File: config.mk
export PLATFORM = sky130hd
export DESIGN_NAME = md4Core
export DESIGN_NICKNAME = d
export VERILOG_FILES = /design/src/md4Pkg.sv /design/src/md4Control.sv /design/src/md4StepCounter.sv /design/src/md4Schedule.sv /design/src/md4RoundStep.sv /design/src/md4Core.sv
export VERILOG_INCLUDE_DIRS = /design/src
export SDC_FILE = /design/constraint.sdc
export NUM_CORES = 2
export LEC_CHECK = 0
export BUFFER_PORTS_ARGS = -buffer_cell sky130_fd_sc_hd__buf_2
export CAP_MARGIN = 40
export CORE_AREA = 2 2 355 357
export CTS_BUF_LIST = sky130_fd_sc_hd__clkbuf_8
export CTS_CLUSTER_SIZE = 40
export DETAILED_ROUTE_END_ITERATION = 8
export DIE_AREA = 0 0 357 359
export SLEW_MARGIN = 25
export SYNTH_ARGS = -nofsm -noshare
export SYNTH_HDL_FRONTEND = slang
export SYNTH_SLANG_ARGS = --single-unit
File: constraint.sdc
create_clock -name clk -period 26.7 [get_ports clk]
set_input_delay 2.67 -clock clk [delete_from_list [all_inputs] [get_ports clk]]
set_output_delay 2.67 -clock clk [all_outputs]
set_load 0.01 [all_outputs]
File: src/md4_defs.svh
`ifndef MD4_DEFS_SVH
`define MD4_DEFS_SVH

// width of a digest or message word
`define MD4_WORD_W 32

// words in one 512-bit message block
`define MD4_BLOCK_WORDS 16

// round steps in one compression, three rounds of sixteen
`define MD4_STEPS 48

// additive constants of rounds 2 and 3, round 1 adds zero
`define MD4_K2 32'h5a827999
`define MD4_K3 32'h6ed9eba1

// edges from the edge that samples start to the edge that raises done
`define MD4_DONE_LATENCY 49

`endif

File: src/md4Pkg.sv
`include "md4_defs.svh"

package md4Pkg;

  // a is the most significant word
  typedef struct packed {
    logic [`MD4_WORD_W-1:0] a;
    logic [`MD4_WORD_W-1:0] b;
    logic [`MD4_WORD_W-1:0] c;
    logic [`MD4_WORD_W-1:0] d;
  } digestT;

  // word 0 sits at the least significant end
  typedef logic [`MD4_BLOCK_WORDS-1:0][`MD4_WORD_W-1:0] blockT;

  typedef enum logic [1:0] {
    idle   = 2'd0,
    run    = 2'd1,
    finish = 2'd2
  } stateT;

  // select, majority and parity
  typedef enum logic [1:0] {
    funcF = 2'd0,
    funcG = 2'd1,
    funcH = 2'd2
  } roundFuncT;

endpackage

File: src/md4Control.sv
`timescale 1ns/100ps

module md4Control (
  input  logic clk,
  input  logic rst,
  input  logic start,
  input  logic lastStep,
  output logic load,
  output logic stepEn,
  output logic finish,
  output logic done
);
  import md4Pkg::*;

  stateT state;
  stateT nextState;

  // start is only taken while idle, a strobe during run is dropped
  assign load = (state == idle) && start;
  assign stepEn = (state == run);

  // the port hides the enum literal of the same name
  assign finish = (state == md4Pkg::finish);

  always_comb
  begin
    nextState = state;
    case (state)
      idle:
      begin
        if (start)
        begin
          nextState = run;
        end
      end
      run:
      begin
        if (lastStep)
        begin
          nextState = md4Pkg::finish;
        end
      end
      default:
      begin
        nextState = idle;
      end
    endcase
  end

  always_ff @(posedge clk)
  begin
    if (rst)
    begin
      state <= idle;
      done <= 1'b0;
    end
    else
    begin
      state <= nextState;
      // done trails the finish cycle by one edge
      done <= finish;
    end
  end

endmodule

File: src/md4StepCounter.sv
`timescale 1ns/100ps
`include "md4_defs.svh"

module md4StepCounter (
  input  logic clk,
  input  logic rst,
  input  logic load,
  input  logic stepEn,
  output logic [5:0] step,
  output logic lastStep
);

  localparam logic [5:0] LastIdx = 6'(`MD4_STEPS - 1);

  always_ff @(posedge clk)
  begin
    if (rst)
    begin
      step <= '0;
    end
    else if (load)
    begin
      step <= '0;
    end
    else if (stepEn)
    begin
      step <= step + 6'd1;
    end
  end

  // high while step 47 is being executed
  assign lastStep = (step == LastIdx);

endmodule

File: src/md4Schedule.sv
`timescale 1ns/100ps
`include "md4_defs.svh"

module md4Schedule (
  input  logic clk,
  input  logic rst,
  input  logic load,
  input  logic finish,
  input  md4Pkg::blockT block,
  input  logic [5:0] step,
  output logic [`MD4_WORD_W-1:0] msgWord,
  output logic [4:0] rotAmount,
  output md4Pkg::roundFuncT roundFunc,
  output logic [127:0] passwordText
);
  import md4Pkg::*;

  blockT blockReg;
  logic [1:0] round;
  logic [3:0] pos;
  logic [3:0] wordIdx;

  assign round = step[5:4];
  assign pos = step[3:0];

  always_ff @(posedge clk)
  begin
    if (load)
    begin
      blockReg <= block;
    end
  end

  // round 2 swaps the two halves of pos, round 3 reverses its bits
  always_comb
  begin
    case (round)
      2'd0:
      begin
        wordIdx = pos;
        roundFunc = funcF;
      end
      2'd1:
      begin
        wordIdx = {pos[1:0], pos[3:2]};
        roundFunc = funcG;
      end
      default:
      begin
        wordIdx = {pos[0], pos[1], pos[2], pos[3]};
        roundFunc = funcH;
      end
    endcase
  end

  assign msgWord = blockReg[wordIdx];

  always_comb
  begin
    case ({round, pos[1:0]})
      4'b00_00: rotAmount = 5'd3;
      4'b00_01: rotAmount = 5'd7;
      4'b00_10: rotAmount = 5'd11;
      4'b00_11: rotAmount = 5'd19;
      4'b01_00: rotAmount = 5'd3;
      4'b01_01: rotAmount = 5'd5;
      4'b01_10: rotAmount = 5'd9;
      4'b01_11: rotAmount = 5'd13;
      4'b10_00: rotAmount = 5'd3;
      4'b10_01: rotAmount = 5'd9;
      4'b10_10: rotAmount = 5'd11;
      default: rotAmount = 5'd15;
    endcase
  end

  // low byte of two UTF-16 characters per word, word 7 on top
  always_ff @(posedge clk)
  begin
    if (rst)
    begin
      passwordText <= '0;
    end
    else if (finish)
    begin
      for (int i = 0; i < 8; i++)
      begin
        passwordText[i*16 +: 16] <= {blockReg[i][23:16], blockReg[i][7:0]};
      end
    end
  end

endmodule

File: src/md4RoundStep.sv
`timescale 1ns/100ps
`include "md4_defs.svh"

module md4RoundStep (
  input  logic clk,
  input  logic rst,
  input  logic load,
  input  logic stepEn,
  input  logic finish,
  input  md4Pkg::digestT initDigest,
  input  logic [`MD4_WORD_W-1:0] msgWord,
  input  logic [4:0] rotAmount,
  input  md4Pkg::roundFuncT roundFunc,
  output md4Pkg::digestT digest
);
  import md4Pkg::*;

  digestT work;
  digestT chain;
  logic [`MD4_WORD_W-1:0] funcOut;
  logic [`MD4_WORD_W-1:0] roundK;
  logic [`MD4_WORD_W-1:0] sum;
  logic [`MD4_WORD_W-1:0] newB;

  always_comb
  begin
    case (roundFunc)
      funcF:
      begin
        funcOut = (work.b & work.c) | (~work.b & work.d);
        roundK = '0;
      end
      funcG:
      begin
        funcOut = (work.b & work.c) | (work.b & work.d) | (work.c & work.d);
        roundK = `MD4_K2;
      end
      default:
      begin
        funcOut = work.b ^ work.c ^ work.d;
        roundK = `MD4_K3;
      end
    endcase
  end

  assign sum = work.a + funcOut + roundK + msgWord;

  // rotate left, rotAmount is never zero
  assign newB = (sum << rotAmount) | (sum >> (6'd32 - {1'b0, rotAmount}));

  always_ff @(posedge clk)
  begin
    if (load)
    begin
      work <= initDigest;
      chain <= initDigest;
    end
    else if (stepEn)
    begin
      work.a <= work.d;
      work.d <= work.c;
      work.c <= work.b;
      work.b <= newB;
    end
  end

  // feed-forward of the chaining value held with the block
  always_ff @(posedge clk)
  begin
    if (rst)
    begin
      digest <= '0;
    end
    else if (finish)
    begin
      digest.a <= work.a + chain.a;
      digest.b <= work.b + chain.b;
      digest.c <= work.c + chain.c;
      digest.d <= work.d + chain.d;
    end
  end

endmodule

File: src/md4Core.sv
`timescale 1ns/100ps
`include "md4_defs.svh"

module md4Core (
  input  logic clk,
  input  logic rst,
  input  logic start,
  input  md4Pkg::blockT block,
  input  md4Pkg::digestT initDigest,
  output logic done,
  output md4Pkg::digestT digest,
  output logic [127:0] passwordText
);
  import md4Pkg::*;

  logic load;
  logic stepEn;
  logic finish;
  logic lastStep;
  logic [5:0] step;
  logic [`MD4_WORD_W-1:0] msgWord;
  logic [4:0] rotAmount;
  roundFuncT roundFunc;

  md4Control control (
    .clk(clk),
    .rst(rst),
    .start(start),
    .lastStep(lastStep),
    .load(load),
    .stepEn(stepEn),
    .finish(finish),
    .done(done)
  );

  md4StepCounter stepCounter (
    .clk(clk),
    .rst(rst),
    .load(load),
    .stepEn(stepEn),
    .step(step),
    .lastStep(lastStep)
  );

  md4Schedule schedule (
    .clk(clk),
    .rst(rst),
    .load(load),
    .finish(finish),
    .block(block),
    .step(step),
    .msgWord(msgWord),
    .rotAmount(rotAmount),
    .roundFunc(roundFunc),
    .passwordText(passwordText)
  );

  md4RoundStep roundStep (
    .clk(clk),
    .rst(rst),
    .load(load),
    .stepEn(stepEn),
    .finish(finish),
    .initDigest(initDigest),
    .msgWord(msgWord),
    .rotAmount(rotAmount),
    .roundFunc(roundFunc),
    .digest(digest)
  );

endmodule

* Word level (Yosys, flattened, before mapping)
Memories as Yosys holds them, arrays and structs flattened. A register that Yosys moved wholly into a read port is not among the register bits.
Index checks and enable logic that the tools add are counted.
W data, S select, Z words.
** Cells by class
- Add/subtract/negate cells :: 9
- Reductions and logical operators :: 7
- Shift operators :: 2
- Multipliers :: 0
- Divide/modulo/power cells :: 0
- Multiplexer cells :: 13
- $lt $le $gt $ge :: 1
- Equality and inequality tests :: 7
- Bitwise logic cells :: 11
** Operators by type and width (count)
- $mux W128 :: 2
- $add A32 B32 Y32 :: 6
- $and A32 B32 Y32 :: 4
- $bmux W32 S4 :: 1
- $or A32 B32 Y32 :: 4
- $pmux W32 S2 :: 1
- $xor A32 B32 Y32 :: 2
- $pmux W31 S2 :: 1
- $add A32 B31 Y32 :: 1
- $mux W32 :: 1
- $not A32 Y32 :: 1
- $shl A32 B5 Y32 :: 1
- $shr A32 B6 Y32 :: 1
- $mux W4 :: 2
- $pmux W2 S2 :: 2
- $pmux W4 S2 :: 1
- $add A6 B1 Y6 const B :: 1
- $eq A2 B1 Y1 const B :: 3
- $eq A6 B6 Y1 const B :: 1
- $logic_not A2 Y1 :: 3
- $sub A6 B5 Y6 const A :: 1
- $lt A4 B5 Y1 const B :: 1
- $mux W2 :: 2
- $eq A2 B2 Y1 const B :: 1
- 6 further kinds :: 6
** Storage, ports and cells
- RAM bits :: 0
- Input bits :: 643
- Bits in latches :: 0
- Bits in registers :: 1033
- Logic and storage cells :: 83
- Output and inout port bits :: 257
- Memories :: 1
- ROM bits :: 64
** Memories
- (name not given) :: words 16, bits a word 4, rd ports 1, clocked after memory_dff 1, wr ports 0, RTL line md4Schedule.sv:60 : case ({round, pos[1:0]})

* Longest topological paths before layout
- Depth in word-level cells :: 11
- Depth in mapped cells :: 25
- Gate-level depth less buffers :: 21

* Modules after synthesis
A second synthesis with hierarchy kept.
** Second synthesis, totals
- Cells, all modules :: 4491
- Area total of the unflattened synthesis :: 52456.6 sq um
** By module, submodules not included
- md4RoundStep :: area an instance 27996.9 sq um, times used 1, cells each 3001
- md4Schedule :: area an instance 24081.8 sq um, times used 1, cells each 1449
- md4StepCounter :: area an instance 261.5 sq um, times used 1, cells each 29
- md4Control :: area an instance 116.4 sq um, times used 1, cells each 12

* Worst setup path after synthesis
No wires, ideal clock.
- Path type :: input -> register
- Start point :: in start
- End point :: reg roundStep.chain[0] (netlist name) (enable)
- Arrival :: 20536 ps
- Stages :: 4
- Data required time :: 25449 ps
- Setup slack :: 4914 ps
- Cell sequence :: nand2_1 > inv_1 > clkbuf_1 > buf_1
** On the way
- Word-level cells in the longest chain between the ends :: 1
** RTL lines
- start, declared :: RTL line md4Core.sv:7 : input logic start,
- $logic_and A1 B1 Y1 :: RTL line md4Control.sv:19 : assign load = (state == idle) && start;
- named net control.load :: RTL line md4Control.sv:8 : output logic load,
- end signal, assigned :: RTL line md4RoundStep.sv:56 : chain <= initDigest;
- end, declared :: RTL line md4RoundStep.sv:19 : digestT chain;
The timed path passes the listed nets, and every way through them passes these cells.
A chain may end at the register's enable or synchronous reset.

* Final worst setup path
- Start point :: reg stepCounter.step[4]
- End point :: reg roundStep.work[76] (netlist name) (data pin)
** On the way
- Word-level cells in the longest chain between the ends :: 11
- Elaborated cells on any way between the ends :: 18
- Those cells by class :: 3 x add/sub; 2 x eq/ne; 2 x shift; 8 x mux; 1 x bitwise; 2 x reduce/logical
** RTL lines
- start, declared :: RTL line md4StepCounter.sv:9 : output logic [5:0] step,
- start signal, assigned :: RTL line md4StepCounter.sv:27 : step <= step + 6'd1;
- $eq A2 B1 Y1 or $logic_not A2 Y1 (tied branches) :: RTL line md4Schedule.sv:37 : case (round)
- $pmux W2 S2 :: RTL line md4Schedule.sv:37
- $eq A2 B1 Y1 or $logic_not A2 Y1 (tied branches) :: RTL line md4RoundStep.sv:27 : case (roundFunc)
- $pmux W32 S2 :: RTL line md4RoundStep.sv:27
- $add A32 B32 Y32 :: RTL line md4RoundStep.sv:46 : assign sum = work.a + funcOut + roundK + msgWord;
- $add A32 B31 Y32 :: RTL line md4RoundStep.sv:46
- $add A32 B32 Y32 * :: RTL line md4RoundStep.sv:46
- $shr A32 B6 Y32 or $shl A32 B5 Y32 (tied branches) :: RTL line md4RoundStep.sv:49 : assign newB = (sum << rotAmount) | (sum >> (6'd32 - {1'b0, rotAmount}));
- $or A32 B32 Y32 * :: RTL line md4RoundStep.sv:49
- $mux W128 * :: RTL line md4RoundStep.sv:58 : else if (stepEn)
- $mux W128 * :: RTL line md4RoundStep.sv:53 : if (load)
- end signal, assigned :: RTL line md4RoundStep.sv:55 : work <= initDigest;
- end, declared :: RTL line md4RoundStep.sv:18 : digestT work;
Every way passes the cells marked *; elsewhere a longest branch is shown, timed or not. The select of a mux whose other input is x is not followed.

==> impl_metrics.toml <==
[routing]
vias = 38800
first_pass_iters = 6
ant_nets = 0
avgViaCountPerCell = 5.49
drt_iter0_markers = 3597
post-route-drc-count = 0
wl_per_cell_um = 27.5
totalWireLength_um = 194000

[synthesis]
syn_inst = 4300
ys_seq_area_frac = 0.566
syn-mean-instance-area_um2 = 11.7
yosys_register_bits = 1037
synth_ff_type = "edfxtp_1"
synth_cell_types = 94
synth_edf_count = 768
yosysTopAreaCell = "edfxtp_1"
syn-cell-area_um2 = 50300
synth_top_area_share = 0.459
yosysWarnings = 0
yosys-top-cells-area = "edfxtp_1 (46%), dfxtp_1 (11%), nand2_1 (6.9%)"
synth_fp_nets = 5197
synthArstFlopShare = 0

[power_and_ir_drop]
p_switching_w = 0.00233
swShare = 0.398
seq_power_share = 0.355
p_leak_nw = 24.7
ir_drop_v = 0.0000653
power.internal_w = 0.00353
p_comb_frac = 0.406
clock_power_share = 0.240
cellPowerDensity_nw_per_um2 = 97.1

[timing]
max_slew.worst_pin.slew_ps = 880
rsz0062_at_grt = "false"
max_slew_margin = 0.411
finalHoldViolCount = 0
finalCritPeriodShare = 0.302
setup_viol = 0
clock_skew_ps = 55.4
max_freq_mhz = 124
slew_violations = 0
min_period_ps = 8070
final.setup.tns_ps = 0

[clock_tree]
htreeDepth = 4
cts.sinks = 1037
cts_resized = 0
clkLatencyLatePin_ps = 910
root_buffer = "clkbuf_8"
clkTransAtPathRegs_ps = 50
cts_hold_buf = 0
cts_tree = "built"
post_cts_buffers = 0
clockBufferDepth = 3
cts_buffers = 179

[floorplanning]
ioPinCount = 900
rows = 130
start_util = 0.403
core_area_um2 = 125000
die_area_um2 = 128000
die_x_um = 357
fp.dieH_um = 359

[worst_setup_path]
path_max_fanout = 32
cp-end-kind = "flop"
arrival_ps = 8700
crit_type = "reg -> reg"
cp.required_ps = 27330
crit_path_start_kind = "flop"

[placement]
routabilityCongestion = 0.926
placed_cells = 6694
placed_area_um2 = 56700
numPortBuffers = 899
hpwl_um = 153000

[layout]
design_area_um2 = 60300
nets = 6126
layoutNonFillerInstCount = 7064
fillers = 11500
drive_gt1_frac = 0.259
synthToLayoutAreaGrowth_pct = 20.0

[global_routing]
antenna_found_initial = 83
track_usage = 0.298
grt_pass1_vias = 37900
grt_start_max_net_pins = 178
grt_first_pass_wirelength_um = 270000
gr-total-overflow = 0

[job]
maxCapViolations = 0

[hold_path]
hold_class = "reg -> reg"

[run_status]
status = "finished, final reports clean"
==> synthesized netlist by cell type (all sizes together) (12+ instances only) <==
master / count
nand2: 919
a31oi: 19
xnor2: 70
nor2: 194
mux2: 14
o311ai: 12
dfxtp: 269
ha: 172
a21o: 71
o21bai: 20
nand3: 43
nor2b: 12
nand2b: 23
xor2: 48
and3: 14
o211ai: 21
nand4: 19
a211oi: 63
or3: 12
edfxtp: 768
mux2i: 100
inv: 124
a21oi: 448
nor3: 44
o21ai: 130
fa: 82
o31ai: 20
clkbuf: 170
and2: 36
buf: 42
mux4: 128
o21a: 26
==> layout make-up <==
cell class / instances / area, um2 / area share
clock inverters: 130 / 739 / 0.0123
clock buffers: 194 / 2670 / 0.0443
repair buffers: 960 / 5220 / 0.0866
inverters: 126 / 483 / 0.00801
well taps: 1650 / 2060 / 0.0342
multi-input cells: 2925 / 20600 / 0.341
flip-flops and latches: 1037 / 28500 / 0.472
diodes: 42 / 105 / 0.00174
==> per-layer routing <==
metal	wire length, um	track usage	vias to the layer above	share of wire
li1	-	-	17700	-
met1	73300	0.358	18900	0.38
met2	92200	0.481	1684	0.47
met3	16200	0.0778	450	0.083
met4	12000	0.174	78	0.062
met5	497	0	-	0.0026
==> kinds of logic after synthesis <==
group,after synthesis,share of synthesized area
compound gates,952,0.118
xor+xnor,118,0.0206
fa+ha+maj,254,0.0755
buf+inv,338,0.0263
flops,1037,0.566
mux,242,0.0805
simple gates,1359,0.113
==> placed cells by master (no fill, tap or decap), types with 9 or more instances in the layout <==
master and instances:
mux2_2 13, nor2b_1 11, edfxtp_1 768, and3_1 12, a211o_1 9, fa_1 82
a211oi_1 61, and2_1 35, or2_2 9, a31oi_1 19, o31a_1 11, nor3_1 44
xor2_1 48, diode_2 42, mux2i_1 100, o21bai_1 20, buf_2 899, o21a_1 23
nor2_1 193, nand2_1 918, nand3_1 43, o21ai_0 124, a21o_1 71, nand2b_1 22
or3_1 12, clkinv_1 18, ha_1 172, buf_4 43, inv_1 199, mux4_2 128
clkinv_2 18, a21oi_1 444, o211ai_1 20, dfxtp_1 266, nand4_1 19, o31ai_1 19
clkbuf_8 194, o22ai_1 11, xnor2_1 70
==> registers in the layout, summed over array words and instances, names as in the netlist <==
name and cells:
stepCounter.step 6, schedule.rotAmount 4, schedule.passwordText 128, control.done 1, schedule.blockReg 512, roundStep.digest 128
roundStep.work 128, roundStep.chain 128, control.state 2
==> power groups by stage <==
stage          combinational (W)  clock, W  sequential, W
2_1_floorplan            0.00164         0        0.00205
3_3_place_gp             0.00232         0        0.00211
3_5_place_dp             0.00233         0        0.00211
4_1_cts                  0.00235   0.00143        0.00208
5_1_grt                  0.00261   0.00150        0.00208
6_report                 0.00238   0.00140        0.00208
==> critical path, stage by stage (launching register included) <==
cell and delay (ps):
dfxtp_2 500, mux2i_1 410, o21a_4 530, buf_4 430
buf_12 290, buf_4 270, buf_16 270, mux4_2 530
a211oi_1 230, a21oi_1 170, fa_1 540, ha_1 290
ha_1 450, nand4_1 260, a2111oi_0 600, a21boi_0 340
a31oi_1 410, mux2i_1 310, o31a_1 290, mux2i_1 170
mux2_2 310, nand2_1 70, o311ai_1 90
==> path summary, 6_finish.rpt <==
path	from	endpoint	slack [ps]	cells past startpoint
worst max-delay path	stepCounter.step[4]$_SDFFE_PP0P_	roundStep.work[76]$_DFFE_PP_	18630	22
worst min-delay path	roundStep.digest[13]$_SDFFE_PP0P_	roundStep.digest[13]$_SDFFE_PP0P_	450	2
worst max register to register	stepCounter.step[4]$_SDFFE_PP0P_	roundStep.work[76]$_DFFE_PP_	18630	22
worst min register to register	roundStep.digest[13]$_SDFFE_PP0P_	roundStep.digest[13]$_SDFFE_PP0P_	450	2
==> metrics by stage <==
step	power [W]	setup slack, ps	utilization	hold WS [ps]
after global routing	0.00619	18040	0.484	461
after global placement	0.00443	18370	0.453	432
after floorplan	0.00369	4910	-	476
after CTS	0.00585	18190	0.483	448
after detailed placement	0.00444	18250	0.455	442
final	0.00586	18630	0.484	446
(Power assumes the default switching activity.)
